`src/hdl/rv_defines.svh`:
```
`ifndef RV_DEFINES_SVH
`define RV_DEFINES_SVH

// Datapath and address width
`define RV_XLEN 32

// Register index width, 32 architectural registers
`define RV_REG_ADDR_W 5

// Memory depths in words
`define RV_IMEM_DEPTH 256
`define RV_DMEM_DEPTH 256

// Sequential fetch increment in bytes
`define RV_PC_STEP 4

// ADDI x0,x0,0, the bubble used by stall and flush
`define RV_NOP 32'h0000_0013

`endif

```
`src/hdl/rv_pkg.sv`:
```
`include "rv_defines.svh"

package rv_pkg;

    // Word index widths of the two memories
    localparam int imem_aw = $clog2(`RV_IMEM_DEPTH);
    localparam int dmem_aw = $clog2(`RV_DMEM_DEPTH);

    typedef logic [`RV_XLEN-1:0]       word_t;
    typedef logic [`RV_REG_ADDR_W-1:0] reg_addr_t;
    typedef logic [imem_aw-1:0]        imem_addr_t;
    typedef logic [dmem_aw-1:0]        dmem_addr_t;

    // Major opcodes of the supported subset
    typedef enum logic [6:0] {
        op_rtype  = 7'b0110011,
        op_itype  = 7'b0010011,
        op_load   = 7'b0000011,
        op_store  = 7'b0100011,
        op_branch = 7'b1100011
    } opcode_e;

    // ALU operations
    typedef enum logic [3:0] {
        alu_add = 4'd0,
        alu_sub = 4'd1,
        alu_and = 4'd2,
        alu_or  = 4'd3,
        alu_xor = 4'd4,
        alu_slt = 4'd5
    } alu_op_e;

    // Operand source in EX
    typedef enum logic [1:0] {
        fwd_reg = 2'd0,
        fwd_mem = 2'd1,
        fwd_wb  = 2'd2
    } fwd_sel_e;

endpackage

```
`src/hdl/decode_unit.sv`:
```
`timescale 1ns/1ps

module decode_unit (
    input  rv_pkg::word_t     instr,
    output rv_pkg::reg_addr_t rs1,
    output rv_pkg::reg_addr_t rs2,
    output rv_pkg::reg_addr_t rd,
    output rv_pkg::word_t     imm,
    output rv_pkg::alu_op_e   alu_op,
    output logic              alu_src,
    output logic              mem_read,
    output logic              mem_write,
    output logic              mem_to_reg,
    output logic              reg_write,
    output logic              branch,
    output logic              branch_ne
);

    rv_pkg::opcode_e opcode;
    logic [2:0]      funct3;
    rv_pkg::word_t   imm_i;
    rv_pkg::word_t   imm_s;
    rv_pkg::word_t   imm_b;

    assign opcode = rv_pkg::opcode_e'(instr[6:0]);
    assign funct3 = instr[14:12];

    // Sign-extended immediate formats
    assign imm_i = {{20{instr[31]}}, instr[31:20]};
    assign imm_s = {{20{instr[31]}}, instr[31:25], instr[11:7]};
    assign imm_b = {{19{instr[31]}}, instr[31], instr[7], instr[30:25], instr[11:8], 1'b0};

    // Main controller, unknown opcodes fall through as a bubble
    always_comb begin
        rs1        = '0;
        rs2        = '0;
        rd         = '0;
        imm        = '0;
        alu_src    = 1'b0;
        mem_read   = 1'b0;
        mem_write  = 1'b0;
        mem_to_reg = 1'b0;
        reg_write  = 1'b0;
        branch     = 1'b0;
        branch_ne  = 1'b0;
        case (opcode)
            rv_pkg::op_rtype: begin
                rs1       = instr[19:15];
                rs2       = instr[24:20];
                rd        = instr[11:7];
                reg_write = 1'b1;
            end
            rv_pkg::op_itype: begin
                rs1       = instr[19:15];
                rd        = instr[11:7];
                imm       = imm_i;
                alu_src   = 1'b1;
                reg_write = 1'b1;
            end
            rv_pkg::op_load: begin
                rs1        = instr[19:15];
                rd         = instr[11:7];
                imm        = imm_i;
                alu_src    = 1'b1;
                mem_read   = 1'b1;
                mem_to_reg = 1'b1;
                reg_write  = 1'b1;
            end
            rv_pkg::op_store: begin
                rs1       = instr[19:15];
                rs2       = instr[24:20];
                imm       = imm_s;
                alu_src   = 1'b1;
                mem_write = 1'b1;
            end
            rv_pkg::op_branch: begin
                rs1       = instr[19:15];
                rs2       = instr[24:20];
                imm       = imm_b;
                branch    = 1'b1;
                // funct3 bit 0 separates BNE from BEQ
                branch_ne = funct3[0];
            end
            default: ;
        endcase
    end

    // ALU controller
    always_comb begin
        alu_op = rv_pkg::alu_add;
        if (opcode == rv_pkg::op_rtype || opcode == rv_pkg::op_itype) begin
            case (funct3)
                3'b000: begin
                    // Bit 30 only selects SUB on register-register ops
                    if (opcode == rv_pkg::op_rtype && instr[30])
                        alu_op = rv_pkg::alu_sub;
                    else
                        alu_op = rv_pkg::alu_add;
                end
                3'b010:  alu_op = rv_pkg::alu_slt;
                3'b100:  alu_op = rv_pkg::alu_xor;
                3'b110:  alu_op = rv_pkg::alu_or;
                3'b111:  alu_op = rv_pkg::alu_and;
                default: alu_op = rv_pkg::alu_add;
            endcase
        end else if (opcode == rv_pkg::op_branch) begin
            alu_op = rv_pkg::alu_sub;
        end
    end

endmodule

```
`config.mk`:
```
export PLATFORM = sky130hd
export DESIGN_NAME = decode_unit
export DESIGN_NICKNAME = d
export VERILOG_FILES = /design/src/hdl/rv_pkg.sv /design/src/hdl/decode_unit.sv
export VERILOG_INCLUDE_DIRS = /design/src /design/src/hdl
export SDC_FILE = /design/constraint.sdc
export NUM_CORES = 1
export LEC_CHECK = 0
export BUFFER_PORTS_ARGS = -buffer_cell sky130_fd_sc_hd__buf_2
export CORE_ASPECT_RATIO = 0.9
export CORE_UTILIZATION = 34
export DETAILED_ROUTE_END_ITERATION = 8
export PLACE_DENSITY = 0.9
export REMOVE_ABC_BUFFERS = 1
export SYNTH_ARGS = -nofsm -noshare
export SYNTH_HDL_FRONTEND = slang
export SYNTH_SLANG_ARGS = --single-unit
```
`constraint.sdc`:
```
create_clock -name vclk -period 2.5
set_input_delay 0.125 -clock vclk [all_inputs]
set_output_delay 0.125 -clock vclk [all_outputs]
set_load 0.03 [all_outputs]
```
# Yosys cells after proc, flatten, opt, wreduce, memory -nomap -nowiden
# Cells that the tools add are included.
[word_totals]
reg_bits = 0
in_bits = 32
out_inout_bits = 58
wordCells = 31
[op_classes]
n_eq_ne = 9
mux = 14
reduce_logical = 8
[op_table]
columns = ["cell", "n"]
rows = [
  ["32-bit case mux with 3 select lines", 1],
  ["4-bit case mux with 5 select lines", 1],
  ["5-bit 2-to-1 mux", 3],
  ["7-bit by 6-bit equality test with 1-bit output (second input constant)", 2],
  ["3-bit equality test (second input constant)", 3],
  ["3-bit OR reduction", 3],
  ["1-bit 2-to-1 mux", 8],
  ["7-bit by 2-bit equality test with 1-bit output (second input constant)", 1],
  ["7-bit by 5-bit equality test with 1-bit output (second input constant)", 1],
  ["7-bit equality test (second input constant)", 1],
  ["5-bit OR reduction", 1],
  ["4-bit 2-to-1 mux", 1],
  ["3-bit by 2-bit equality test with 1-bit output (second input constant)", 1],
  ["3-bit zero test", 1],
  ["2-bit OR reduction", 1],
  ["1-bit logical AND", 1],
  ["1-bit logical OR", 1],
]

# Longest topological paths before layout
[logic_depth]
word_depth = 5
ltp_mapped = 5
depth_no_buf = 3

# Worst setup path before layout
# No wires, ideal clock.
[synth_path]
path_kind = "input to output"
start = "input port instr[2]"
end = "output port imm[13]"
arrival_ns = 1.983
required_ns = 2.375
slack_ns = 0.392
cell_stages = 4
n_path_buf = 1
cell_sequence = "and4bb_2 -> o21ai_2 -> nor2b_1 -> buf_4"
[synth_via]
elab_chain_cells = 3
elab_cells_between_ends = 6
classes_between = "eq/ne (4); mux (1); reduce/logical (1)"
[synth_lines]
columns = ["item", "line_no", "rtl"]
rows = [
  ["start, declared", "decode_unit.sv:4", "input rv_pkg::word_t instr,"],
  ["7-bit by 5-bit equality test with 1-bit output / 7-bit by 2-bit equality test with 1-bit output (equally long branches)", "decode_unit.sv:46", "case (opcode)"],
  ["2-bit OR reduction (no line)", "-", ""],
  ["32-bit case mux with 3 select lines (*)", "decode_unit.sv:46", ""],
  ["end, declared", "decode_unit.sv:8", "output rv_pkg::word_t imm,"],
]
# Mark *: on every way between the ends. The rest lies on a longest branch, timed or not.

# Final worst setup path
[layout_path]
start = "input port instr[2]"
end = "output port rd[4]"
[layout_via]
elab_chain_cells = 3
elab_cells_between_ends = 5
classes_between = "eq/ne (3); mux (1); reduce/logical (1)"
[layout_lines]
columns = ["item", "line_no", "rtl"]
rows = [
  ["7-bit by 6-bit equality test with 1-bit output (tied with other cells)", "decode_unit.sv:46", ""],
  ["3-bit OR reduction (no line) (*)", "-", ""],
  ["5-bit 2-to-1 mux (*)", "decode_unit.sv:46", ""],
  ["end, declared", "decode_unit.sv:7", "output rv_pkg::reg_addr_t rd,"],
]
# Marks and branches as above.

==> results.md <==
- The first global-routing pass estimated approximately 2.8 mm of wire.
- The internal portion of total power is between 30 and 40 uW.
- The cell type with the highest occurrence count on the critical path is buf_2.
- Among cell families on the critical path, the largest total delay comes from simple AND/OR/NAND/NOR gates.
- The die covers a little over 2000 sq um.
- The critical path goes through buf_2 > nand4bb_1 > nor3_4 > and2_1 > buf_2.
- The worst-path maximum fanout is 7.
- The via count of the first global-routing pass is 643.
- The total congestion overflow is 0.
- The number of max-slew violations in the final report was 0.
- In this run the power density over the cells is 98.3 nW/um^2.
- Counting both buffers and inverters, the worst setup path holds a total of 2.
- After layout, the minimum clock period comes to ~1.6 ns.
- The standard cell area after detailed placement is 928 sq um.
- Of the total power, the share spent switching nets is 0.594.
- The upper clock frequency limit is 0.642 GHz.
- The cell type of the slowest stage on the worst timing path is nand4bb_1.
- Across every metal layer, demand over resource in global routing totals 0.181.
- In the layout the commonest cells are 89 x buf_2, 16 x and2_1, 9 x nor2b_1.
- STA classifies the critical path startpoint as an input port.
- The synthesis-to-finish area growth is 47.8%.
- After synthesis, the largest family of logic cells by area is simple AND/OR/NAND/NOR gates.
- The critical path launch point is instr[2].
- The multiplexer area fraction after synthesis is 0.
- The share of the clock period used by the worst path after layout is 0.623.
- The worst hold path belongs to the class in2out.
- In the final layout, the share of cells above drive strength 1 is 0.651.
- The number of antenna diodes in the final layout is 0.
- The analysis attributes to net switching a power of between 50 and 60 uW.
- The data required time of the critical path is 2.38 ns.
- The horizontal extent of the die is 47.3 um.
- The data arrival at the endpoint of the critical path is 1.43 ns.
- The fraction of the mapped netlist area in compound gates was 0.133.
- The final non-filler cell area is 928 sq um.
- The total setup violations reported at the end of the flow is 0.
- The final route contains about 770 vias.
- The number of core rows is 14.
- The net count of the finished layout is 186.
- Before antenna repair, the detailed router went through 4 iterations.
- The cell count after synthesis is 87.
- The library cell with the largest summed area after synthesis is buf_4.
- Of the total synthesized cell area, the portion taken by AND, OR, NAND and NOR gates is 0.556.
- The number of sequential storage elements is 0.
- The count of hold buffers inserted by post-cts repair is 0.
- Of the total synthesized cell area, the portion taken by full adders, half adders and majority gates is 0.
- The flow ran to the end, and the final reports show no timing, DRC or antenna violations.
- After the flow finishes, the layout carries non-filler instances totaling between 150 and 200.
- The detail route stage leaves a number of antenna-violating nets equal to 0.
- Of the total power, combinational logic draws 1.000.
- The static leakage is 0.000607 uW.
- The last weighted congestion value of the routability-driven placer is between 0.6 and 0.7.
- Entering global routing, the biggest net connects 21 pins.
- In this run the standard cell core region covers ~1700 sq um.
- The Yosys warning count is 0.
- The vertical die dimension is 42.8 um.
- The library cell used most frequently in the layout, excluding fill and tap cells, is buf_2.
- Headroom to the max-slew limit came out at 0.668.
- The hold violation total from the final report was 0.
- Following the worst setup path forward leads to its endpoint at rd[4].
- The total detailed-routing wirelength is slightly below 2 mm.
- Before CTS, the worst setup slack after placement is roughly 0.9 ns.
- The post-synthesis xor/xnor area fraction is 0.0139.
- The HPWL reported at the end of detailed placement is between 1.5 and 2 mm.
- STA classifies the critical path endpoint as an output port.
- The number of setup buffers added after CTS is 0.
- The detail-routed via count per cell is approximately 4.4.
- The path length in cells of the critical path is 5.
- The top-level I/O count is 90.
- After synthesis the cells add up to 628 sq um.
- The layout has 0 clock buffers.
- The share of total power dissipated in sequential elements is 0.
- For this configuration, the core starts out at a cell density of 0.370.
- The critical path class is in2out.
- Sorting the synthesized cells by area gives the leading types as buf_4 27%, and2_1 16%, nor2b_1 9.0%, a22o_1 5.6%, nor3_4 5.2%.
- The routed wire length per instance is between 10 and 15 um.
- The worst-case setup margin in the final layout is 0.942 ns.
- Across the run, the number of max-cap violations was 0.
- Of the synthesized area, sequential elements account for 0.
- The power after layout is 91.3 uW.
- The quantity of I/O buffers inserted on ports is about 90.
- The worst-case IR drop observed on VDD is 0.0000562 V.
- Once placement completed, the tool counted placed cells totaling 176.
- Yosys mapped the design onto 29 distinct sky130hd cell types.
- The clock power share is 0.
- Setup repair after global routing left no endpoint under its margin.
- The slew at the pin closest to its max-slew limit is 0.495 ns.
- The DRC violation total after the first TritonRoute iteration is 12.
- The largest stage delay on the critical path is 0.49 ns.
- The number of antenna violations at the first check in global routing is 0.
- For the final routed database, the setup TNS stands at 0 ns.
- Across the whole layout, storage elements account for 0 sq um.
- The remaining design rule violation count is 0.
- Dividing the synthesized area by the synthesized cell count gives between 7 and 8 sq um.
- Of the post-synthesis cell area, the dominant cell type holds 0.275.
- The count of cells resized by post-cts repair is 0.
## routing by layer
| metal | track usage | up-vias | wire length, um |
|---|---|---|---|
| met5 | 0 | - | 0 |
| met4 | 0.0229 | 0 | 11 |
| met3 | 0.00851 | 2 | 85 |
| met2 | 0.307 | 27 | 978 |
| met1 | 0.252 | 340 | 853 |
| li1 | - | 403 | - |
## cell usage after synthesis (all sizes together)
cell type  instances
o21ai              2
and3b              1
nand3              1
nor2               7
nor4b              1
a22o               4
and3               2
nand2b             2
nand2              1
nor2b              9
and2b              1
nand4              1
and4bb             1
a21oi              5
a31oi              1
and2              16
nor4               1
nand4bb            1
nor3               2
nand4b             1
xnor2              1
buf               25
conb               1
## logic make-up (layout without fill, tap and decap cells)
logic type                count (synthesis)  in the layout
and+or+nand+nor                          48             48
buffers and inverters                    25             90
AOI/OAI and AO/OA                        12             12
other                                     1              1
xor gates and xnor gates                  1              1
## metrics by stage
| stage | hold slack, ns | util |
|---|---|---|
| floorplan | 0.297 | - |
| global placement | 0.586 | 0.546 |
| detailed placement | 0.590 | 0.546 |
| CTS | 0.591 | 0.546 |
| global route | 0.594 | 0.546 |
| finish | 0.585 | 0.546 |
## power by group through the flow
stage | registers (uW) | logic [uW] | clock network, uW
final | 0 | 91.3 | 0
after global routing | 0 | 99.2 | 0
after CTS | 0 | 91.3 | 0
after detailed placement | 0 | 91.0 | 0
after global placement | 0 | 88.4 | 0
after floorplan | 0 | 44.5 | 0
## worst min-delay path by stage
stage / from / end / slack (ns) / cells after the start
2_1_floorplan: instr[12] / alu_op[2] / 0.30 / 1
3_3_place_gp: instr[12] / alu_op[2] / 0.59 / 3
3_5_place_dp: instr[12] / alu_op[2] / 0.59 / 3
4_1_cts: instr[12] / alu_op[2] / 0.59 / 3
5_1_grt: instr[12] / alu_op[2] / 0.59 / 3
6_report: instr[12] / alu_op[2] / 0.59 / 3
## final cells by class
cell class	count	area (sq um)
Fill cell	183	771
Multi-Input combinational cell	62	445
Tap cell	24	30.0
Timing Repair Buffer	90	453
Power figures use the tool's default switching activity.
