<file path="config.mk">
export PLATFORM = sky130hd
export DESIGN_NAME = hazard_unit
export DESIGN_NICKNAME = d
export VERILOG_FILES = /design/src/hdl/rv_pkg.sv /design/src/hdl/hazard_unit.sv
export VERILOG_INCLUDE_DIRS = /design/src /design/src/hdl
export SDC_FILE = /design/constraint.sdc
export NUM_CORES = 1
export LEC_CHECK = 0
export ABC_CLOCK_PERIOD_IN_PS = 1050
export BUFFER_PORTS_ARGS = -buffer_cell sky130_fd_sc_hd__clkbuf_2
export CORE_AREA = 4 4 41 43
export DETAILED_ROUTE_END_ITERATION = 6
export DIE_AREA = 0 0 45 47
export GPL_TIMING_DRIVEN = 0
export PLACE_DENSITY = 0.75
export SYNTH_ARGS = -nofsm -noshare
export SYNTH_HDL_FRONTEND = slang
export SYNTH_SLANG_ARGS = --single-unit
</file>
<file path="constraint.sdc">
create_clock -name vclk -period 1.05
set_input_delay 0.0525 -clock vclk [all_inputs]
set_output_delay 0.0525 -clock vclk [all_outputs]
set_load 0.02 [all_outputs]
</file>
<file path="src/hdl/rv_defines.svh">
`ifndef RV_DEFINES_SVH
`define RV_DEFINES_SVH

// Datapath and address width
`define RV_XLEN 32

// Register index width, 32 architectural registers
`define RV_REG_ADDR_W 5

// Memory depths in words
`define RV_IMEM_DEPTH 256
`define RV_DMEM_DEPTH 256

// Sequential fetch increment in bytes
`define RV_PC_STEP 4

// ADDI x0,x0,0, the bubble used by stall and flush
`define RV_NOP 32'h0000_0013

`endif

</file>
<file path="src/hdl/rv_pkg.sv">
`include "rv_defines.svh"

package rv_pkg;

    // Word index widths of the two memories
    localparam int imem_aw = $clog2(`RV_IMEM_DEPTH);
    localparam int dmem_aw = $clog2(`RV_DMEM_DEPTH);

    typedef logic [`RV_XLEN-1:0]       word_t;
    typedef logic [`RV_REG_ADDR_W-1:0] reg_addr_t;
    typedef logic [imem_aw-1:0]        imem_addr_t;
    typedef logic [dmem_aw-1:0]        dmem_addr_t;

    // Major opcodes of the supported subset
    typedef enum logic [6:0] {
        op_rtype  = 7'b0110011,
        op_itype  = 7'b0010011,
        op_load   = 7'b0000011,
        op_store  = 7'b0100011,
        op_branch = 7'b1100011
    } opcode_e;

    // ALU operations
    typedef enum logic [3:0] {
        alu_add = 4'd0,
        alu_sub = 4'd1,
        alu_and = 4'd2,
        alu_or  = 4'd3,
        alu_xor = 4'd4,
        alu_slt = 4'd5
    } alu_op_e;

    // Operand source in EX
    typedef enum logic [1:0] {
        fwd_reg = 2'd0,
        fwd_mem = 2'd1,
        fwd_wb  = 2'd2
    } fwd_sel_e;

endpackage

</file>
<file path="src/hdl/hazard_unit.sv">
`timescale 1ns/1ps

module hazard_unit (
    input  rv_pkg::reg_addr_t ex_rs1,
    input  rv_pkg::reg_addr_t ex_rs2,
    input  rv_pkg::reg_addr_t mem_rd,
    input  rv_pkg::reg_addr_t wb_rd,
    input  rv_pkg::reg_addr_t ex_rd,
    input  rv_pkg::reg_addr_t id_rs1,
    input  rv_pkg::reg_addr_t id_rs2,
    input  logic              mem_reg_write,
    input  logic              wb_reg_write,
    input  logic              ex_mem_read,
    input  logic              branch_taken,
    output rv_pkg::fwd_sel_e  fwd_sel_a,
    output rv_pkg::fwd_sel_e  fwd_sel_b,
    output logic              stall,
    output logic              flush
);

    logic load_use;

    // Youngest producer wins
    function automatic rv_pkg::fwd_sel_e pick_fwd(
        input rv_pkg::reg_addr_t src,
        input rv_pkg::reg_addr_t m_rd,
        input logic              m_we,
        input rv_pkg::reg_addr_t w_rd,
        input logic              w_we
    );
        if (src == '0)
            return rv_pkg::fwd_reg;
        if (m_we && m_rd == src)
            return rv_pkg::fwd_mem;
        if (w_we && w_rd == src)
            return rv_pkg::fwd_wb;
        return rv_pkg::fwd_reg;
    endfunction

    always_comb begin
        fwd_sel_a = pick_fwd(ex_rs1, mem_rd, mem_reg_write, wb_rd, wb_reg_write);
        fwd_sel_b = pick_fwd(ex_rs2, mem_rd, mem_reg_write, wb_rd, wb_reg_write);
    end

    // Load result is only ready after MEM
    assign load_use = ex_mem_read && ex_rd != '0 && (ex_rd == id_rs1 || ex_rd == id_rs2);

    assign flush = branch_taken;
    assign stall = load_use && !branch_taken;

endmodule

</file>
Word level (Yosys, flattened, before mapping)
Index checks and enable logic that the tools add are counted.
{ "classes": {"n_addsub": 0, "multipliers": 0, "div_mod_pow": 0, "order_cmp": 0, "n_eq_ne": 6, "n_shift": 0, "n_mux": 24, "n_bitwise": 0, "n_reduce_logical": 12} }
{ "ops": {"columns": ["operator", "count"], "rows": [
  ["equality test 5 bit", 6],
  ["two-way mux 2 bit", 12],
  ["two-way mux 1 bit", 12],
  ["zero test 5 bit", 2],
  ["logical AND 1 bit", 7],
  ["nonzero test 5 bit", 1],
  ["zero test 1 bit", 1],
  ["logical OR 1 bit", 1]
]} }
{ "totals": {"register_bits": 0, "latch_bits": 0, "ramBits": 0, "rom_bits": 0, "inputBits": 39, "output_inout_bits": 6, "wordCells": 42, "mem_count": 0} }

Longest topological paths before layout
Gate-level depths: netlist of run 1.
{ "logic_depth": {"ltp_word": 9, "mapped_depth": 4, "ltp_nobuf": 4} }

Worst setup path after synthesis of run 1
No wires, ideal clock.
{ "synth_path": {"path_type": "input to output", "startpoint": "input mem_rd[1]", "endpoint": "output fwd_sel_a[0]", "t_arrival_ns": 0.866, "required_time_ns": 0.998, "slack_ns": 0.131, "cell_stages": 4, "n_path_buf": 0, "cell_sequence": "xor2_1 nor4_1 nand3_1 nor2_1"} }
{ "synth_between": {"elab_chain_cells": 7, "word_cells_on_any_way": 9, "classes_between": "1 x eq/ne; 7 x mux; 1 x reduce/logical"} }
{ "synth_rtl": {"columns": ["element", "line", "source"], "rows": [
  ["from (decl)", "hazard_unit.sv:6", "input rv_pkg::reg_addr_t mem_rd,"],
  ["equality test 5 bit (*)", "hazard_unit.sv:33", "if (m_we && m_rd == src)"],
  ["logical AND 1 bit (*)", "hazard_unit.sv:33", null],
  ["two-way mux 2 bit", "hazard_unit.sv:33", null],
  ["two-way mux 2 bit", "hazard_unit.sv:35", "if (w_we && w_rd == src)"],
  ["two-way mux 2 bit", "hazard_unit.sv:37", "return rv_pkg::fwd_reg;"],
  ["two-way mux 2 bit (*)", "hazard_unit.sv:35", null],
  ["two-way mux 2 bit (*)", "hazard_unit.sv:33", null],
  ["to (decl)", "hazard_unit.sv:15", "output rv_pkg::fwd_sel_e fwd_sel_a,"]
]} }
Mark *: on every way between the ends. The rest lies on a longest branch, timed or not. The select of a mux whose other input is x is not followed.

Worst setup path in the final report of run 1
{ "layout_path": {"startpoint": "input ex_rs2[4]", "endpoint": "output fwd_sel_b[1]"} }
{ "layout_between": {"elab_chain_cells": 8, "word_cells_on_any_way": 16, "classes_between": "2 x eq/ne; 11 x mux; 3 x reduce/logical"} }
{ "layout_rtl": {"columns": ["element", "line", "source"], "rows": [
  ["from (decl)", "hazard_unit.sv:5", "input rv_pkg::reg_addr_t ex_rs2,"],
  ["equality test 5 bit", "hazard_unit.sv:35", null],
  ["logical AND 1 bit", "hazard_unit.sv:35", null],
  ["two-way mux 1 bit (2 in series)", "hazard_unit.sv:35", null],
  ["two-way mux 1 bit", "hazard_unit.sv:33", null],
  ["two-way mux 2 bit", "hazard_unit.sv:37", null],
  ["two-way mux 2 bit", "hazard_unit.sv:35", null],
  ["two-way mux 2 bit (*)", "hazard_unit.sv:33", null],
  ["to (decl)", "hazard_unit.sv:16", "output rv_pkg::fwd_sel_e fwd_sel_b,"]
]} }
Marks and branches as above.

==> impl_metrics.env, run 1 <==
export IMPL_outcome="complete, but fails checks"
export IMPL_violations="negative setup slack"
export IMPL_hp_class="input port to primary output"
export IMPL_crit_type="input port to primary output"
export IMPL_grt_max_degree=4
export IMPL_antenna_found_initial=0
export IMPL_pwr_share_comb_pct=100.0
export IMPL_fill_cells=97
export IMPL_synth_top_cell_area_share_pct=32.28
export IMPL_ant_nets=0
export IMPL_die_area_um2=2115
export IMPL_clkbuf_count=0
export IMPL_max_freq_ghz=0.9111
export IMPL_synth_area_leaders="xnor2_1 32%, xor2_1 28%, nor4b_2 6.9%"
export IMPL_die_h_um=47
export IMPL_place_congestion=0.7292
export IMPL_power_density_nw_per_um2=371.5
export IMPL_synthTopCellsByCount="16 x xnor2_1, 14 x xor2_1, 4 x nand3_1"
export IMPL_hold_path_cell_count=3
export IMPL_avgSynthCellArea_um2=7.894
export IMPL_yosys_warnings=0
export IMPL_path_max_fanout=3
export IMPL_ios=45
export IMPL_tightestPinTransition_ns=0.2363
export IMPL_vias=578
export IMPL_area_delta_synth_final_pct=90.78
export IMPL_crit_chain="clkbuf_2 > xor2_1 > nor4_1 > nand3_1 > nor4b_4 > buf_4"
export IMPL_rsz0062_at_grt="yes"
export IMPL_holdWs_ns=0.4353
export IMPL_p_sw_mw=0.1358
export IMPL_drt_wl_total_um=1468
export IMPL_post_place_ws_ns=-0.05553
export IMPL_synth_most_common_cell="xnor2_1"
export IMPL_synth_area_um2=434.2
export IMPL_grt_pass1_wl_um=2021
export IMPL_dr_pass1_iters=4
export IMPL_maxCapViolCount=0
export IMPL_drc=0
export IMPL_worst_slack_ns=-0.04763
export IMPL_core_area_um2=1301
export IMPL_worstPathRequired_ns=1.00
export IMPL_peakVddDrop_mv=0.2044
export IMPL_period_share_pct=104.5
export IMPL_cts_hold_buf=0
export IMPL_pwr_share_seq_pct=0
export IMPL_finalNetCount=142
export IMPL_hold_violations=0
export IMPL_register_area_um2=0
export IMPL_worstPathArrival_ns=1.05
export IMPL_drt_iter0_markers=5
export IMPL_dp_hpwl_um=1209
export IMPL_slowest_delay_ns=0.27
export IMPL_grt_pass1_vias=537
export IMPL_startpoint_type="input port"
export IMPL_synth_cell_type_count=17
export IMPL_overflow=0
export IMPL_viasPerCell=4.983
export IMPL_finalCriticalPeriod_ns=1.098
export IMPL_switching_share_pct=44.14
export IMPL_maxSlewHeadroom_pct=84.10
export IMPL_netlist_instances=55
export IMPL_portBuffers=45
export IMPL_setup_viol=5
export IMPL_wl_per_cell_um=12.66
export IMPL_layout_drive_gt1_share_pct=59.41
export IMPL_diodes=0
export IMPL_num_rows=13
export IMPL_hp_start="branch_taken"
export IMPL_grt_usage_pct=12.43
export IMPL_synth_largest_area_cell="xnor2_1"
export IMPL_seq_area_frac_synth_pct=0
export IMPL_slowest_stage="nor4_1"
export IMPL_initial_core_util_pct=33.37
export IMPL_syn_num_nets=94
export IMPL_worstSetupEndpointType="primary output"
export IMPL_power_share_clock_pct=0
export IMPL_leakage_nw=0.3747
export IMPL_p_int_mw=0.1719
export IMPL_hold_end="flush"
export IMPL_die_w_um=45
export IMPL_drv_slew=0
export IMPL_nFlopsAndLatches=0
[power groups by stage]
stage | clock, mW | sequential, mW | combinational [mW]
after floorplan | 0 | 0 | 0.123
after global routing | 0 | 0 | 0.334
after global placement | 0 | 0 | 0.246
after detailed placement | 0 | 0 | 0.253
after CTS | 0 | 0 | 0.257
final | 0 | 0 | 0.308
[cell type report]
type	count	area [µm²]	area share, %
Tap cell	15	18.77	2.266
Buffer	1	7.507	0.9063
Multi-Input combinational cell	54	486.7	58.76
Timing Repair Buffer	46	315.3	38.07
[worst max-delay path: cells and delay by family]
family        cells  cell delay [ns]
simple gates      3             0.56
buf+inv           2             0.27
xor+xnor          1             0.16
[layout by cell type (no fill, tap or decap), drive strengths merged]
cell / netlist / final
nor2: 4 / 4
nor2b: 1 / 1
nand4: 2 / 2
nand2: 2 / 2
clkbuf: 0 / 30
xor2: 14 / 14
xnor2: 16 / 16
a21oi: 1 / 1
o21ai: 1 / 1
nor4: 2 / 2
buf: 1 / 17
nor3: 2 / 2
nand3: 4 / 4
or4: 3 / 3
nor4b: 2 / 2
[timing repair]
action | in CTS | in global routing
resized for setup | 2 | 49
pin swaps | 2 | 9
setup buffers | 0 | 1
endpoints found under the setup margin | 5 | 5
[routing by layer]
metal / part of all wire, % / GRT usage, % / wire length, µm / vias to the layer above
met4: 0 / 0 / 0 / 0
met3: 16 / 1.916 / 236 / 0
met2: 51 / 27.68 / 744 / 47
li1: - / - / - / 281
met1: 33 / 12.36 / 486 / 250
met5: 0 / 0 / 0 / -
[kinds of logic (layout without fill, tap and decap cells)]
group | after synthesis | after routing | share of synthesized area [%]
buffers and inverters | 1 | 47 | 1.730
XOR/XNOR | 30 | 30 | 60.52
AO/OA/AOI/OAI | 2 | 2 | 2.303
AND/OR/NAND/NOR | 22 | 22 | 35.45
[how the worst max path moves through the flow]
stage / depth (start not counted) / slack [ns] / endpoint / start
after floorplan: 4 / 0.13 / fwd_sel_a[0] / mem_rd[1]
after global placement: 6 / -0.05 / fwd_sel_b[1] / ex_rs2[1]
after detailed placement: 6 / -0.06 / fwd_sel_b[1] / ex_rs2[1]
after CTS: 6 / -0.05 / fwd_sel_a[1] / mem_rd[0]
after global routing: 6 / -0.09 / fwd_sel_a[1] / ex_rs1[1]
final: 6 / -0.05 / fwd_sel_b[1] / ex_rs2[4]
[per-stage QoR]
stage / setup TNS, ns / instances / cell area (µm²) / power (mW) / utilization (%)
after detailed placement: -0.1959 / 115 / 678.2 / 0.2531 / 52.12
after global placement: -0.1549 / 115 / 678.2 / 0.2457 / 52.12
after global routing: -0.3540 / 116 / 828.3 / 0.3335 / 63.65
final: -0.1802 / 116 / 828.3 / 0.3077 / 63.65
after CTS: -0.1922 / 115 / 689.4 / 0.2569 / 52.98
after floorplan: 0 / 55 / 434.2 / 0.1231 / -
(Power assumes the default switching activity.)
==> inputs of run 2 (changes only) <==
BUFFER_PORTS_ARGS = default   (was -buffer_cell sky130_fd_sc_hd__clkbuf_2)
DONT_BUFFER_PORTS = 1   (was default)
PLACE_DENSITY = default   (was 0.75)
==> run 2 against run 1 <==
Net effect: the run now ends clean; final cell count shrank 40%; maximum frequency up 13%; sequential cell count did not move; non-clock buffer count is 46 lower; design area down 42%; first-iteration DRC count down 40%; combinational power fell by 55%; count of clock-buffer cells in the layout unchanged; critical path type unchanged.
==> impl_metrics.env, run 2 (synthesis results as in run 1) <==
export IMPL_grt_pass1_vias=392
export IMPL_place_congestion=0.7592
export IMPL_ios=45
export IMPL_vias=385
export IMPL_worstSetupEndpointType="primary output"
export IMPL_utilization_pct=36.73
export IMPL_maxSlewHeadroom_pct=62.32
export IMPL_num_rows=13
export IMPL_die_h_um=47
export IMPL_wl_per_cell_um=15.29
export IMPL_p_sw_mw=0.05478
export IMPL_startpoint_type="input port"
export IMPL_finalNetCount=96
export IMPL_cts_hold_buf=0
export IMPL_layout_common_cells="16 x xnor2_1, 14 x xor2_1, 4 x nand3_1"
export IMPL_pwr_share_comb_pct=100.0
export IMPL_antenna_found_initial=0
export IMPL_diodes=0
export IMPL_finalCriticalPeriod_ns=0.9672
export IMPL_fill_cells=150
export IMPL_outcome="finished clean"
export IMPL_overflow=0
export IMPL_drv_slew=0
export IMPL_power_share_clock_pct=0
export IMPL_post_place_ws_ns=0.03376
export IMPL_rsz0062_at_grt="no"
export IMPL_final_common_cell="xnor2_1"
export IMPL_maxCapViolCount=0
export IMPL_clkbuf_count=0
export IMPL_ant_nets=0
export IMPL_drc=0
export IMPL_setup_viol=0
export IMPL_register_area_um2=0
export IMPL_viasPerCell=5.500
export IMPL_finalSetupTns_ns=0
export IMPL_dr_pass1_iters=4
export IMPL_nFlopsAndLatches=0
export IMPL_grt_usage_pct=9.520
export IMPL_crit_type="input port to primary output"
export IMPL_worstPathRequired_ns=1.00
export IMPL_layout_drive_gt1_share_pct=18.18
export IMPL_path_max_fanout=1
export IMPL_holdWs_ns=0.2199
export IMPL_peakVddDrop_mv=0.1085
export IMPL_drt_iter0_markers=3
export IMPL_initial_core_util_pct=33.37
export IMPL_hold_violations=0
export IMPL_max_freq_ghz=1.034
export IMPL_switching_share_pct=39.09
export IMPL_crit_path_start="id_rs1[2]"
export IMPL_dp_hpwl_um=1012
export IMPL_grt_max_degree=4
export IMPL_tightestPinTransition_ns=0.5637
export IMPL_core_area_um2=1301
export IMPL_period_share_pct=92.11
export IMPL_p_int_mw=0.08536
export IMPL_area_delta_synth_final_pct=10.09
export IMPL_die_w_um=45
export IMPL_worstPathArrival_ns=0.91
export IMPL_leakage_nw=0.1395
export IMPL_die_area_um2=2115
export IMPL_pwr_share_seq_pct=0
export IMPL_portBuffers=0
export IMPL_endpoint="stall"
export IMPL_drt_wl_total_um=1070
export IMPL_worst_slack_ns=0.08282
export IMPL_grt_pass1_wl_um=1573
export IMPL_power_density_nw_per_um2=293.2
export IMPL_hp_class="input port to primary output"
run 2: power by group through the flow:
stage / logic, mW / clock network, mW / registers (mW)
after floorplan: 0.123 / 0 / 0
after global placement: 0.130 / 0 / 0
after detailed placement: 0.133 / 0 / 0
after CTS: 0.134 / 0 / 0
after global routing: 0.154 / 0 / 0
final: 0.140 / 0 / 0
run 2: stage by stage:
step | total power, mW | cell area, µm² | instances
final | 0.1401 | 478.0 | 70
after global routing | 0.1545 | 478.0 | 70
after CTS | 0.1335 | 452.9 | 70
after detailed placement | 0.1328 | 452.9 | 70
after global placement | 0.1302 | 452.9 | 70
after floorplan | 0.1231 | 434.2 | 55
run 2: critical path, stage by stage:
cell     delay (ns)
xor2_1         0.14
nor3_1         0.21
nand3_1        0.10
a21oi_1        0.41
run 2: worst min path at each step:
| stage | startpoint | end | slack [ns] | cells past startpoint |
|---|---|---|---|---|
| 2_1_floorplan | branch_taken | flush | 0.22 | 1 |
| 3_3_place_gp | branch_taken | flush | 0.22 | 1 |
| 3_5_place_dp | branch_taken | flush | 0.22 | 1 |
| 4_1_cts | branch_taken | flush | 0.22 | 1 |
| 5_1_grt | branch_taken | flush | 0.22 | 1 |
| 6_report | branch_taken | flush | 0.22 | 1 |
run 2: cell type report:
type	count	area, µm²	area share, %
plain buffers	1	7.507	1.571
multi-input cells	54	451.7	94.50
well taps	15	18.77	3.927
run 2: timing repair:
item | CTS | global route
gates resized for setup | 0 | 5
setup buffers | 0 | 0
hold endpoints to repair | 0 | 0
setup endpoints to repair | 0 | 2
run 2: layer usage:
metal | GRT usage [%] | part of all wire (%)
met2 | 17.80 | 50
met4 | 0 | 0
met5 | 0 | 0
met3 | 3.831 | 15
met1 | 10.79 | 34
==> inputs of run 3 (changes only) <==
REMOVE_ABC_BUFFERS = 1   (was default)
==> run 3 against run 2 <==
Net effect: core utilization decreased by 1.1 points; sequential cell count unchanged; maximum frequency decreased by 1.3%.
==> impl_metrics.env, run 3 (synthesis results as in run 1) <==
export IMPL_die_w_um=45
export IMPL_tightestPinTransition_ns=0.5543
export IMPL_layout_drive_gt1_share_pct=14.81
export IMPL_overflow=0
export IMPL_busiest_layer="met2"
export IMPL_die_area_um2=2115
export IMPL_die_h_um=47
export IMPL_finalSetupTns_ns=0
export IMPL_switching_share_pct=36.75
export IMPL_worstSetupEndpointType="primary output"
export IMPL_dr_pass1_iters=2
export IMPL_peakVddDrop_mv=0.09145
export IMPL_rsz0062_at_grt="no"
export IMPL_dp_hpwl_um=1069
export IMPL_worst_slack_ns=0.07044
export IMPL_layout_common_cells="16 x xnor2_1, 14 x xor2_1, 4 x nand3_1"
export IMPL_setup_viol=0
export IMPL_period_share_pct=93.29
export IMPL_core_area_um2=1301
export IMPL_gr_usage_met2_pct=17.80
export IMPL_pwr_share_comb_pct=100.0
export IMPL_worstPathRequired_ns=1.00
export IMPL_final_common_cell="xnor2_1"
export IMPL_diodes=0
export IMPL_drt_wl_total_um=1069
export IMPL_num_rows=13
export IMPL_grt_pass1_wl_um=1524
export IMPL_path_max_fanout=1
export IMPL_post_place_ws_ns=-0.003262
export IMPL_ant_nets=0
export IMPL_grt_pass1_vias=411
export IMPL_power_density_nw_per_um2=278.3
export IMPL_worstPathArrival_ns=0.93
export IMPL_leakage_nw=0.1357
export IMPL_antenna_found_initial=0
export IMPL_clkbuf_count=0
export IMPL_drv_slew=0
export IMPL_met3_usage_pct=6.897
export IMPL_placed_area_um2=445.4
export IMPL_post_cts_buffers=0
export IMPL_p_int_mw=0.08171
export IMPL_area_delta_synth_final_pct=6.916
export IMPL_drt_iter0_markers=1
export IMPL_postLayoutCellArea_um2=464.2
export IMPL_register_area_um2=0
export IMPL_wl_per_cell_um=15.49
export IMPL_outcome="finished clean"
export IMPL_drc=0
export IMPL_initial_core_util_pct=33.37
export IMPL_grt_max_degree=4
export IMPL_max_freq_ghz=1.021
export IMPL_ios=45
export IMPL_use_met1_pct=8.539
export IMPL_grt_usage_pct=9.363
export IMPL_maxCapViolCount=0
export IMPL_power_share_clock_pct=0
export IMPL_maxSlewHeadroom_pct=62.95
export IMPL_portBuffers=0
export IMPL_viasPerCell=5.739
export IMPL_startpoint_type="input port"
export IMPL_place_congestion=0.7012
export IMPL_finalCriticalPeriod_ns=0.9796
export IMPL_p_sw_mw=0.04747
export IMPL_crit_type="input port to primary output"
export IMPL_vias=396
export IMPL_hp_class="input port to primary output"
export IMPL_hold_violations=0
export IMPL_pwr_share_seq_pct=0
export IMPL_nFlopsAndLatches=0
export IMPL_finalNetCount=95
-- run 3: cell types whose count changed in the layout (fill, tap and decap cells not counted) --
cell,delta
nor4_2,-1
buf_4,-1
nor4_1,+1
-- run 3: critical path, cell delays in order --
cell and delay (ns):
xor2_1 0.14, nor3_1 0.22, nand3_1 0.10, a21oi_1 0.42
-- run 3: per-layer routing --
| metal | share of wire, % | routed length (µm) | vias to the layer above |
|---|---|---|---|
| met5 | 0 | 0 | - |
| met4 | 0 | 0 | 0 |
| met3 | 23 | 243 | 0 |
| met2 | 48 | 510 | 38 |
| met1 | 29 | 315 | 169 |
| li1 | - | - | 189 |
-- run 3: path summary, 6_finish.rpt --
| path | start | to | slack (ns) | cells past startpoint |
|---|---|---|---|---|
| min | branch_taken | flush | 0.11 | 0 |
| max | id_rs1[2] | stall | 0.07 | 4 |
-- run 3: power by group through the flow --
stage               registers [mW]  clock network [mW]  logic [mW]
global placement                 0                   0       0.124
CTS                              0                   0       0.128
detailed placement               0                   0       0.127
finish                           0                   0       0.129
floorplan                        0                   0       0.118
global route                     0                   0       0.145
-- run 3: cell type report --
type | instances | area [µm²]
multi-input cells | 54 | 445.4
well taps | 15 | 18.77
fillers | 159 | 837.1
-- run 3: metrics by stage --
stage	utilization [%]	instances	hold WS (ns)	power, mW
after detailed placement	34.23	69	0.1053	0.1267
after global routing	35.67	69	0.1050	0.1449
final	35.67	69	0.1052	0.1292
after floorplan	-	54	0.1050	0.1175
after CTS	34.42	69	0.1053	0.1277
after global placement	34.23	69	0.1053	0.1245
-- run 3: what timing repair did --
action                     4_1_cts  5_1_grt
setup endpoints to repair        1        3
pin swaps                        0        2
gates resized for setup          1        3
gates cloned                     0        0
hold buffers                     0        0
