### config.mk
export PLATFORM = sky130hd
export DESIGN_NAME = execute_unit
export DESIGN_NICKNAME = d
export VERILOG_FILES = /design/src/hdl/rv_pkg.sv /design/src/hdl/execute_unit.sv
export VERILOG_INCLUDE_DIRS = /design/src /design/src/hdl
export SDC_FILE = /design/constraint.sdc
export NUM_CORES = 1
export LEC_CHECK = 0
export BUFFER_PORTS_ARGS = -buffer_cell sky130_fd_sc_hd__buf_2
export CAP_MARGIN = 25
export CORE_ASPECT_RATIO = 0.9
export CORE_UTILIZATION = 40
export DETAILED_ROUTE_END_ITERATION = 10
export PLACE_DENSITY_LB_ADDON = 0.05
export SYNTH_ARGS = -nofsm -noshare
export SYNTH_HDL_FRONTEND = slang
export SYNTH_SLANG_ARGS = --single-unit
export TNS_END_PERCENT = 1
### constraint.sdc
create_clock -name vclk -period 12.7
set_input_delay 1.27 -clock vclk [all_inputs]
set_output_delay 1.27 -clock vclk [all_outputs]
set_load 0.05 [all_outputs]
### src/hdl/rv_defines.svh
`ifndef RV_DEFINES_SVH
`define RV_DEFINES_SVH

// Datapath and address width
`define RV_XLEN 32

// Register index width, 32 architectural registers
`define RV_REG_ADDR_W 5

// Memory depths in words
`define RV_IMEM_DEPTH 256
`define RV_DMEM_DEPTH 256

// Sequential fetch increment in bytes
`define RV_PC_STEP 4

// ADDI x0,x0,0, the bubble used by stall and flush
`define RV_NOP 32'h0000_0013

`endif

### src/hdl/rv_pkg.sv
`include "rv_defines.svh"

package rv_pkg;

    // Word index widths of the two memories
    localparam int imem_aw = $clog2(`RV_IMEM_DEPTH);
    localparam int dmem_aw = $clog2(`RV_DMEM_DEPTH);

    typedef logic [`RV_XLEN-1:0]       word_t;
    typedef logic [`RV_REG_ADDR_W-1:0] reg_addr_t;
    typedef logic [imem_aw-1:0]        imem_addr_t;
    typedef logic [dmem_aw-1:0]        dmem_addr_t;

    // Major opcodes of the supported subset
    typedef enum logic [6:0] {
        op_rtype  = 7'b0110011,
        op_itype  = 7'b0010011,
        op_load   = 7'b0000011,
        op_store  = 7'b0100011,
        op_branch = 7'b1100011
    } opcode_e;

    // ALU operations
    typedef enum logic [3:0] {
        alu_add = 4'd0,
        alu_sub = 4'd1,
        alu_and = 4'd2,
        alu_or  = 4'd3,
        alu_xor = 4'd4,
        alu_slt = 4'd5
    } alu_op_e;

    // Operand source in EX
    typedef enum logic [1:0] {
        fwd_reg = 2'd0,
        fwd_mem = 2'd1,
        fwd_wb  = 2'd2
    } fwd_sel_e;

endpackage

### src/hdl/execute_unit.sv
`timescale 1ns/1ps

module execute_unit (
    input  rv_pkg::word_t    operand_a,
    input  rv_pkg::word_t    operand_b,
    input  rv_pkg::word_t    imm,
    input  rv_pkg::word_t    mem_result,
    input  rv_pkg::word_t    wb_result,
    input  rv_pkg::fwd_sel_e fwd_sel_a,
    input  rv_pkg::fwd_sel_e fwd_sel_b,
    input  rv_pkg::alu_op_e  alu_op,
    input  logic             alu_src,
    input  logic             branch,
    input  logic             branch_ne,
    output rv_pkg::word_t    alu_result,
    output rv_pkg::word_t    store_data,
    output logic             branch_taken
);

    rv_pkg::word_t src_a;
    rv_pkg::word_t reg_b;
    rv_pkg::word_t src_b;
    logic          equal;

    // Forwarding muxes
    always_comb begin
        case (fwd_sel_a)
            rv_pkg::fwd_mem: src_a = mem_result;
            rv_pkg::fwd_wb:  src_a = wb_result;
            default:         src_a = operand_a;
        endcase
        case (fwd_sel_b)
            rv_pkg::fwd_mem: reg_b = mem_result;
            rv_pkg::fwd_wb:  reg_b = wb_result;
            default:         reg_b = operand_b;
        endcase
    end

    assign src_b      = alu_src ? imm : reg_b;
    assign store_data = reg_b;

    always_comb begin
        case (alu_op)
            rv_pkg::alu_sub: alu_result = src_a - src_b;
            rv_pkg::alu_and: alu_result = src_a & src_b;
            rv_pkg::alu_or:  alu_result = src_a | src_b;
            rv_pkg::alu_xor: alu_result = src_a ^ src_b;
            rv_pkg::alu_slt: alu_result = ($signed(src_a) < $signed(src_b)) ? 32'd1 : 32'd0;
            default:         alu_result = src_a + src_b;
        endcase
    end

    // Branch compare uses the forwarded register values
    assign equal        = (src_a == reg_b);
    assign branch_taken = branch && (branch_ne ? !equal : equal);

endmodule

## Word level (Yosys, flattened, before mapping)

Index checks and enable logic that the tools add are counted.

- Register bits after elaboration: 0
- Bits of input ports: 171

- Add/sub/neg operators: 2
- $lt $le $gt $ge: 1
- Eq/ne operators: 10
- Mux-type cells: 6
- Bitwise gates (word level): 3
- Reductions and logical operators: 2

Operators with widths:

| operator | count |
|---|---|
| case mux 32 bit (5 select lines) | 1 |
| case mux 32 bit (2 select lines) | 2 |
| adder 32 bit | 1 |
| bitwise AND 32 bit | 1 |
| equality test 32 bit | 1 |
| < comparator 32 bit | 1 |
| 2-to-1 mux 32 bit | 1 |
| OR 32 bit | 1 |
| subtractor 32 bit | 1 |
| bitwise XOR 32 bit | 1 |
| equality test 4 x 2 -> 1 bit, second input constant | 2 |
| equality test 4 x 3 -> 1 bit, second input constant | 2 |
| equality test 2 x 1 -> 1 bit, second input constant | 2 |
| equality test 2 bit, second input constant | 2 |
| equality test 4 x 1 -> 1 bit, second input constant | 1 |
| 2-to-1 mux 1 bit | 2 |
| logical AND 1 bit | 1 |
| zero test 1 bit | 1 |

## Depth between registers and ports, before layout

Gate-level depths: netlist of the first run.

- Depth after elaboration: 6
- Depth in mapped cells: 19
- Mapped depth without buffers: 18

## Worst setup path after synthesis of the first run

No wires, ideal clock.

- Path kind: input to output
- Start point: in fwd_sel_b[0]
- End point: out alu_result[24]
- Arrival time: 5,495 ps
- Path slack: 5,935 ps
- Stages on the path: 18
- Path through: inv_1 -> ha_1 -> clkbuf_1 -> clkbuf_1 -> a21oi_1 -> o21ai_0 -> ha_1 -> inv_1 -> fa_1 -> nor2b_1 -> o31ai_1 -> a211o_1 -> a2111o_1 -> nand2_1 -> a31o_2 -> nand4_1 -> o211a_1 -> a31oi_1

- Cells in the longest elaborated chain, start to end: 5
- Elaborated cells on any way between the ends: 10
- Those cells by class: add/sub (2); eq/ne (2); mux (3); bitwise (3)

Ends and longest elaborated chain:

| element | line | text |
|---|---|---|
| from (decl) | execute_unit.sv:10 | `input rv_pkg::fwd_sel_e fwd_sel_b,` |
| equality test 2 bit or equality test 2 x 1 -> 1 bit (tied branches) | execute_unit.sv:32 | `case (fwd_sel_b)` |
| case mux 32 bit (2 select lines) * | execute_unit.sv:32 |  |
| 2-to-1 mux 32 bit * | execute_unit.sv:39 | `assign src_b = alu_src ? imm : reg_b;` |
| adder 32 bit (tied with other cells) | execute_unit.sv:49 | `default: alu_result = src_a + src_b;` |
| case mux 32 bit (5 select lines) * | execute_unit.sv:43 | `case (alu_op)` |
| to (decl) | execute_unit.sv:15 | `output rv_pkg::word_t alu_result,` |

Mark *: on every way between the ends. The rest lies on a longest branch, timed or not.

## Worst setup path in the final report of the first run

- Start point: in fwd_sel_b[0]
- End point: out alu_result[30]

The elaborated chain is that of the path after synthesis.

==> results of run 1 <==
## layout make-up
type                            count  area [um2]  area share
Inverter                          129       484.2     0.05735
Tap cell                          240       300.3     0.03557
Timing Repair Buffer              250        1299      0.1538
Multi-Input combinational cell    911        6360      0.7533
## per-layer routing
metal | vias up | share of wire
met5 | - | 0.00029
met4 | 2 | 0.031
met3 | 57 | 0.062
met2 | 433 | 0.46
met1 | 4328 | 0.45
li1 | 4466 | -
## worst max-delay path by stage
stage	from	slack, ns	endpoint
after floorplan	fwd_sel_b[0]	5.93	alu_result[24]
after global placement	fwd_sel_b[0]	5.28	alu_result[30]
after detailed placement	fwd_sel_b[0]	5.22	alu_result[30]
after CTS	fwd_sel_b[0]	5.21	alu_result[30]
after global routing	fwd_sel_b[0]	5.09	alu_result[30]
final	fwd_sel_b[0]	5.44	alu_result[30]
## cells in the mapped netlist (4+ instances only)
cell type / count
inv_1: 127
a31o_2: 5
o221ai_1: 9
and3_1: 10
nor4_1: 12
nor2_1: 102
clkbuf_1: 58
nor3_1: 12
o21a_1: 15
o31ai_1: 5
nand2b_1: 12
nand2_1: 79
nor2b_1: 8
or3_1: 4
nand3_1: 15
a22o_1: 9
a22oi_1: 68
buf_2: 15
a211oi_1: 8
nand4_1: 6
xnor2_1: 5
a221o_1: 28
a21oi_1: 128
o22ai_1: 9
xor2_1: 29
o211ai_1: 16
a31oi_1: 8
o21ai_1: 4
and2_1: 5
a221oi_1: 11
a41oi_1: 4
a21o_1: 13
ha_1: 100
buf_1: 9
o221a_2: 4
o21bai_1: 20
o21ai_0: 81
## where the power goes
part	internal (uW)	leakage [uW]	switching, uW	total, uW
clock	0	0	0	0
sequential	0	0	0	0
combinational	231	0.00420	515	746
total	231	0.00420	515	746
## cell families (layout without fill, tap and decap cells)
| group | after synthesis | after routing | synth area share |
|---|---|---|---|
| fa+ha+maj | 102 | 102 | 0.1800 |
| compound gates | 492 | 492 | 0.4751 |
| xor+xnor | 34 | 34 | 0.04152 |
| simple gates | 281 | 281 | 0.1830 |
| mux | 2 | 2 | 0.002966 |
| buf+inv | 215 | 379 | 0.1174 |
## stage by stage
step / util / std cells / total power (uW)
final: 0.4794 / 1530 / 745.8
after global routing: 0.4794 / 1530 / 804.0
after CTS: 0.4783 / 1529 / 734.3
after detailed placement: 0.4783 / 1529 / 730.5
after global placement: 0.4783 / 1529 / 732.3
after floorplan: - / 1126 / 544.1
==> key figures, run 1 <==
Critical path
  – Crit Path Max Fanout: 32
  – Worst EP required: 11.43 ns
  – Critical path class: input port to primary output
  – Arr. time, crit path: 5.99 ns
  – Slowest CP cell: ha_2
  – Worst path max stage delay: 0.61 ns
  – Worst path bufs/invs: 3
  – Worst setup EP type: primary output
  – Crit path max-delay family: compound AO/OA/AOI/OAI gates
  – Startpoint Class: input port
  – WP depth: 18
  – Crit-path cells: buf_2, inv_1, ha_2, a22oi_1, nor2_1, a21oi_1, o21ai_0, ha_1, and3_1, a31o_2, a21oi_1, a2111o_1, nand2_1, a31oi_1, o21ai_1, o221a_2, o21ai_1, buf_2

Place
  – Port Buffers: 236
  – DP Wirelength: 24930 um
  – Pre-CTS setup slack: 5.219 ns
  – Post-DP Area: 8423 um2
  – RD Place Congestion: 0.8965

Clock network
  – Post-CTS resize count: 0
  – Hold_buf cts: 0
  – Post-CTS Setup Inserts: 0

Timing
  – Unrepaired setup endpoints after global routing: false
  – Final Max Tran Viols: 0
  – Fin Hold WS: 2.947 ns
  – Setup TNS: 0 ns
  – Final setup viols: 0
  – Min Tclk post-route: 7.263 ns
  – Fin. Hold Viols: 0
  – Slew headroom: 0.3836
  – Worst-margin pin slew: 0.9246 ns
  – F_max: 137.7 MHz
  – Setup ws final: 5.437 ns
  – Final period utilization: 0.5719

Min path
  – Hold depth: 3
  – Hold EP: branch_taken
  – Hold crit path type: input port to primary output
  – Hold_sp: branch

Global routing
  – GRT met2 Usage: 0.5681
  – Vias in the first global route: 8555
  – GR Util met1: 0.4446
  – Grt peak-use layer: met2
  – Global-route wire length before repair: 47910 um
  – Antenna violations before repair: 1
  – GRT Total Usage: 0.3326
  – Largest net degree at the start of global routing: 73
  – Grt met3 use: 0.02956
  – Overflow after GRT: 0

Floorplan
  – Die height: 129.0 um
  – Initial Util: 0.4072
  – Die width: 143.1 um
  – Io pins: 236
  – Row count: 46
  – Die area: 18470 um2
  – Core area: 17610 um2

Cells and area
  – Most frequent cells in the layout: 236 x buf_2, 128 x a21oi_1, 127 x inv_1, 102 x nor2_1, 98 x ha_1
  – P&R area growth vs syn: 17.73%
  – FF/Latch Area: 0 um2
  – # diodes: 0
  – Share of layout cells above drive strength 1: 0.2209
  – Layout Nets: 1565
  – Final Cell Area: 8443 um2
  – Fill cells: 1958
  – Seq_cells: 0
  – Most common cell after layout, fill and taps aside: buf_2
  – # clk buffers: 0

Routing
  – DR pass1 iterations: 9
  – # DRC: 1
  – Detail Route Antenna Nets: 0
  – DRT iter0 DRCs: 828
  – Routed vias: 9286
  – Vias per cell: 6.069
  – Routed length per instance: 20.51 um
  – WL final: 31390 um

Outcome
  – Violated checks: design-rule violations
  – Run status: finished with violations

Power and ir drop
  – Leakage: 0.004199 uW
  – Power Dens Cells: 88.33 nW/um2
  – Max IR drop VDD: 0.04889 mV

Logic synthesis
  – Synth unique cells: 84
  – Largest area contributor in the netlist: ha_1
  – Sequential fraction of the synthesis area: 0
  – Syn Inst Count: 1126
  – Syn. warnings: 0
  – Share of the synthesized area in the top cell type: 0.1745
  – Mapped Area: 7172 um2
  – Syn Nets: 1399
  – Post-Syn Area per Cell: 6.369 um2
  – Largest cells by area after synthesis: ha_1 17%, a21oi_1 8.9%, a22oi_1 7.1%

Job
  – Max cap viols: 0
Power figures use the tool's default switching activity.
==> run 2: changes to the inputs <==
==> constraint.sdc (replaced) <==
create_clock -name vclk -period 6.5
set_input_delay 0.65 -clock vclk [all_inputs]
set_output_delay 0.65 -clock vclk [all_outputs]
set_load 0.05 [all_outputs]
==> run 2 against run 1 <==
Net effect:
- cell area rose by 2.3%
- worst hold slack got worse by 1.2 ns
- the run still ends with design-rule violations left
- largest cell class unchanged
- critical path depth did not move
- non-clock buffer count rose by 26
- critical endpoint is now alu_result[31]
- utilization rose by 1.1 points
- sequential share of layout area did not move
==> key figures, run 2 (synthesized netlist as in run 1, its figures left out) <==
Outcome
  – Run status: finished with violations
  – Violated checks: design-rule violations

Critical path
  – Worst path max stage delay: 0.78 ns (+0.17 ns)
  – Crit-path cells: buf_2, inv_1, ha_2, buf_4, nor2_1, a21oi_1, inv_1, ha_1, inv_1, nand4_2, nor2_1, a311oi_2, o41ai_4, a31o_4, a2111oi_1, a2bb2oi_1, a311o_1, buf_2
  – Crit Path Max Fanout: 42 (+31%)
  – Arr. time, crit path: 5.31 ns (-0.68 ns)
  – Crit path max-delay family: compound AO/OA/AOI/OAI gates
  – Worst EP required: 5.85 ns (-5.58 ns)
  – Critical path class: input port to primary output
  – Startpoint Class: input port
  – CP dominant cell by count: inv_1
  – Worst setup EP type: primary output
  – Worst path bufs/invs: 6 (+3)
  – Slowest CP cell: ha_2

Global routing
  – Antenna violations before repair: 1 (unchanged)
  – Largest net degree at the start of global routing: 65 (-11%)
  – Overflow after GRT: 0 (unchanged)
  – Vias in the first global route: 8806 (+2.9%)
  – GRT Total Usage: 0.3401 (+0.007574)
  – Global-route wire length before repair: 49310 um (+2.9%)

Cells and area
  – Layout Nets: 1591 (+1.7%)
  – # clk buffers: 0 (unchanged)
  – Multi-input gate area: 6360 um2 (unchanged)
  – Seq_cells: 0 (unchanged)
  – Most frequent cells in the layout: 236 x buf_2, 128 x a21oi_1, 127 x inv_1, 102 x nor2_1, 98 x ha_1
  – FF/Latch Area: 0 um2 (unchanged)
  – P&R area growth vs syn: 20.48%
  – Most common cell after layout, fill and taps aside: buf_2
  – Share of layout cells above drive strength 1: 0.2363 (+0.01539)
  – Fill cells: 1921 (-1.9%)

Job
  – Max cap viols: 0 (unchanged)

Min path
  – Hold crit path type: input port to primary output

Clock network
  – Post-CTS Setup Inserts: 0 (unchanged)
  – Post-CTS resize count: 0 (unchanged)
  – Hold_buf cts: 0 (unchanged)

Place
  – DP Wirelength: 25940 um (+4.0%)
  – RD Place Congestion: 0.9711 (+8.3%)
  – Port Buffers: 236 (unchanged)

Timing
  – Worst-margin pin slew: 0.9358 ns (+0.01125 ns)
  – Final Max Tran Viols: 0 (unchanged)
  – Slew headroom: 0.3761 (-0.007504)
  – Min Tclk post-route: 5.959 ns
  – Unrepaired setup endpoints after global routing: false
  – Setup TNS: 0 ns (unchanged)
  – Fin. Hold Viols: 0 (unchanged)
  – Final period utilization: 0.9168
  – F_max: 167.8 MHz
  – Final setup viols: 0 (unchanged)

Floorplan
  – Core area: 17610 um2 (unchanged)
  – Die area: 18470 um2 (unchanged)
  – Io pins: 236 (unchanged)
  – Die width: 143.1 um (unchanged)
  – Row count: 46 (unchanged)
  – Initial Util: 0.4072 (unchanged)
  – Die height: 129.0 um (unchanged)

Routing
  – Routed vias: 9474 (+2.0%)
  – DR pass1 iterations: 8 (-1)
  – WL final: 32010 um (+2.0%)
  – DRT iter0 DRCs: 788 (-4.8%)
  – Vias per cell: 6.085 (+0.26%)
  – # DRC: 1 (unchanged)
  – Routed length per instance: 20.56 um (+0.22%)
  – Detail Route Antenna Nets: 0 (unchanged)

Power and ir drop
  – Total power: 1492 uW (+100%)
  – Power Dens Cells: 172.7 nW/um2 (+96%)
  – Leakage: 0.004321 uW (+2.9%)
  – Max IR drop VDD: 0.1081 mV (+120%)
==> run 2: cell count changes in the layout (fill, tap and decap cells not counted), sizes merged <==
| cell | previous run | this run |
|---|---|---|
| buf | 250 | 276 |
| diode | 0 | 1 |
==> run 2: routing by layer <==
layer | global-route usage | vias up | wire (um)
met4 | 0.1151 | 0 | 1211
met2 | 0.5940 | 432 | 14840
met1 | 0.4433 | 4462 | 14000
li1 | - | 4513 | -
met3 | 0.02180 | 67 | 1965
met5 | 0 | - | 0
==> run 2: worst paths after layout <==
kind / end / slack, ns / startpoint / cells after the start
max: alu_result[31] / 0.54 / fwd_sel_a[0] / 18
min: branch_taken / 1.71 / branch / 3
==> run 2: layout make-up <==
class,instances,share of cell area
multi-input combinational,911,0.7360
timing repair buffer,276,0.1729
inverter,129,0.05604
tap,240,0.03475
antenna,1,0.0002896
==> run 2: per-stage QoR <==
stage | setup slack [ns] | hold slack, ns | cells | util | area (um2)
floorplan | 0.9746 | 1.644 | 1126 | - | 7172
global placement | 0.7256 | 1.706 | 1556 | 0.4905 | 8638
detailed placement | 0.5856 | 1.707 | 1556 | 0.4905 | 8638
CTS | 0.5835 | 1.708 | 1556 | 0.4905 | 8638
global route | 0.2436 | 1.712 | 1557 | 0.4906 | 8641
finish | 0.5407 | 1.706 | 1557 | 0.4906 | 8641
==> run 2: report_power, final <==
part	leakage [uW]	internal (uW)	switching (uW)	total [uW]
clock	0.00000000634	0.0000206	0	0.0000206
sequential	0	0	0	0
combinational	0.00432	476	1020	1490
total	0.00432	476	1020	1490
==> run 3: changes to the inputs <==
--- a/config.mk
+++ b/config.mk
@@ -6,10 +6,10 @@
 export SDC_FILE = /design/constraint.sdc
 export NUM_CORES = 1
 export LEC_CHECK = 0
+export ABC_AREA = 1
 export BUFFER_PORTS_ARGS = -buffer_cell sky130_fd_sc_hd__buf_2
-export CAP_MARGIN = 25
 export CORE_ASPECT_RATIO = 0.9
-export CORE_UTILIZATION = 40
+export CORE_UTILIZATION = 25
 export DETAILED_ROUTE_END_ITERATION = 10
 export PLACE_DENSITY_LB_ADDON = 0.05
 export SYNTH_ARGS = -nofsm -noshare
==> run 3 against run 2 <==
Net effect:
- the run now ends clean
- utilization decreased by 19 points
- global-route usage decreased by 8.0 points
- critical path depth did not move
- die area is 80% higher
- routed wire length increased by 38%
==> key figures, run 3 <==
Cells and area
  – Seq_cells: 0 (unchanged)
  – Layout Nets: 2085 (+31%)
  – Most common cell after layout, fill and taps aside: nand2_1
  – Multi-input gate area: 6987 um2 (+9.9%)
  – Share of layout cells above drive strength 1: 0.1834 (-0.05290)
  – # clk buffers: 0 (unchanged)
  – FF/Latch Area: 0 um2 (unchanged)
  – P&R area growth vs syn: 19.32%
  – Most frequent cells in the layout: 511 x nand2_1, 236 x buf_2, 194 x inv_1, 181 x nand3_1, 152 x nor2_1
  – Finished Layout Cells: 2227 (+43%)
  – Fill cells: 3861 (+100%)

Timing
  – Worst-margin pin slew: 1.063 ns (+0.1273 ns)
  – Unrepaired setup endpoints after global routing: false
  – Fin. Hold Viols: 0 (unchanged)
  – Final period utilization: 0.8653 (-0.05152)
  – Final Max Tran Viols: 0 (unchanged)
  – Setup TNS: 0 ns (unchanged)
  – Final setup viols: 0 (unchanged)
  – F_max: 177.8 MHz (+6.0%)
  – Min Tclk post-route: 5.624 ns (-0.3349 ns)
  – Slew headroom: 0.2869 (-0.08922)

Logic synthesis
  – Sequential fraction of the synthesis area: 0 (unchanged)
  – Mapped Area: 8108 um2 (+13%)
  – Post-synth top cells: 511 x nand2_1, 194 x inv_1, 181 x nand3_1
  – Synth unique cells: 43 (-49%)
  – Syn Nets: 1882 (+35%)
  – Share of the synthesized area in the top cell type: 0.2366 (+0.06211)
  – Syn. warnings: 0 (unchanged)
  – Post-Syn Area per Cell: 5.039 um2 (-21%)
  – Syn Inst Count: 1609 (+43%)
  – Most common cell in the netlist: nand2_1
  – Largest area contributor in the netlist: nand2_1
  – Largest cells by area after synthesis: nand2_1 24%, ha_1 15%, nand3_1 11%

Min path
  – Hold depth: 4 (+1)
  – Hold crit path type: input port to primary output
  – Hold_sp: branch
  – Hold EP: branch_taken

Routing
  – Detail Route Antenna Nets: 0 (unchanged)
  – Routed length per instance: 19.79 um (-3.8%)
  – # DRC: 0 (-1)
  – Routed vias: 11121 (+17%)
  – DR pass1 iterations: 5 (-3)
  – WL final: 44060 um (+38%)
  – DRT iter0 DRCs: 987 (+25%)
  – Vias per cell: 4.994 (-18%)

Global routing
  – Overflow after GRT: 0 (unchanged)
  – Vias in the first global route: 10625 (+21%)
  – Global-route wire length before repair: 65560 um (+33%)
  – Largest net degree at the start of global routing: 55 (-15%)
  – GRT Total Usage: 0.2606 (-0.07959)
  – Antenna violations before repair: 1 (unchanged)

Power and ir drop
  – Internal: 530.4 uW (+11%)
  – Max IR drop VDD: 0.1253 mV (+16%)
  – Switching part of the total: 0.7317 (+0.05060)
  – Leakage: 0.005282 uW (+22%)
  – Seq pwr share: 0 (unchanged)
  – Clock Power Share: 0 (unchanged)
  – Power Dens Cells: 204.3 nW/um2 (+18%)
  – Logic pwr share: 1.000 (about the same)
  – Psw: 1446 uW (+42%)

Critical path
  – Critical path class: input port to primary output
  – Startpoint Class: input port
  – Arr. time, crit path: 4.97 ns (-0.34 ns)
  – Crit path max-delay family: compound AO/OA/AOI/OAI gates
  – Crit Path Max Fanout: 54 (+29%)
  – Worst setup EP type: primary output
  – Crit-path cells: buf_2, inv_1, ha_1, inv_2, or2_0, nand2_1, o21ai_0, ha_1, inv_1, fa_1, o21ai_1, a21oi_1, o21ai_1, nand2_1, nand3_1, nand3_1, nand3_1, buf_2
  – Worst EP required: 5.85 ns (about the same)
  – Crit path launch: fwd_sel_b[0]
  – CP dominant cell by count: nand3_1
  – Worst path bufs/invs: 5 (-1)
  – Worst path max stage delay: 0.64 ns (-0.14 ns)
  – Slowest CP cell: inv_2

Place
  – RD Place Congestion: 0.9462 (-2.6%)
  – Placed instance count: 2226 (+43%)
  – Port Buffers: 236 (unchanged)
  – DP Wirelength: 38440 um (+48%)

Floorplan
  – Core area: 31880 um2 (+81%)
  – Initial Util: 0.2543 (-0.1529)
  – Die width: 191.8 um (+34%)
  – Row count: 62 (+35%)
  – Die area: 33160 um2 (+80%)
  – Io pins: 236 (unchanged)
  – Die height: 172.8 um (+34%)

Clock network
  – Post-CTS Setup Inserts: 0 (unchanged)
  – Post-CTS resize count: 0 (unchanged)
  – Hold_buf cts: 0 (unchanged)

Job
  – Max cap viols: 0 (unchanged)

Outcome
  – Run status: finished clean
## run 3: layout make-up
class | count | share of cell area
Inverter | 220 | 0.08536
Timing Repair Buffer | 257 | 0.1384
Multi-Input combinational cell | 1333 | 0.7222
Tap cell | 416 | 0.05380
Antenna cell | 1 | 0.0002587
## run 3: kinds of logic after synthesis
| group | Yosys count | share of synthesized area |
|---|---|---|
| AOI/OAI and AO/OA | 260 | 0.1799 |
| xor gates and xnor gates | 17 | 0.01836 |
| adders and majority gates | 102 | 0.1593 |
| buffers and inverters | 276 | 0.1386 |
| and+or+nand+nor | 954 | 0.5039 |
## run 3: layer usage
metal | vias to the layer above | global-route usage | part of all wire
met5 | - | 0 | 0
met1 | 5130 | 0.3555 | 0.45
met2 | 385 | 0.4603 | 0.48
met3 | 41 | 0.005074 | 0.050
met4 | 0 | 0.04134 | 0.019
li1 | 5565 | - | -
## run 3: per-stage QoR
| step | utilization | cell area [um2] | total power (uW) | hold WS, ns | setup WS [ns] |
|---|---|---|---|---|---|
| floorplan | - | 8108 | 1358 | 1.525 | 1.185 |
| CTS | 0.3034 | 9672 | 1972 | 1.679 | 0.8847 |
| finish | 0.3034 | 9674 | 1977 | 1.679 | 0.8756 |
| detailed placement | 0.3034 | 9672 | 1964 | 1.677 | 0.9068 |
| global placement | 0.3034 | 9672 | 1975 | 1.674 | 1.006 |
| global route | 0.3034 | 9674 | 2154 | 1.688 | 0.4547 |
## run 3: how the worst max path moves through the flow
stage / to / slack, ns / cells past startpoint
3_3_place_gp: alu_result[28] / 1.01 / 18
6_report: alu_result[28] / 0.88 / 18
5_1_grt: alu_result[28] / 0.45 / 18
4_1_cts: alu_result[28] / 0.88 / 18
3_5_place_dp: alu_result[28] / 0.91 / 18
2_1_floorplan: alu_result[8] / 1.19 / 17
## run 3: worst min-delay path: stages
cell and delay (ns):
buf_2 0.10, nand2_1 0.05, nor2_1 0.03, buf_2 0.20
## run 3: power by group through the flow
stage          clock network, uW  registers [uW]  logic, uW
2_1_floorplan                  0               0       1360
3_3_place_gp                   0               0       1970
3_5_place_dp                   0               0       1960
4_1_cts                        0               0       1970
5_1_grt                0.0000206               0       2150
6_report               0.0000206               0       1980
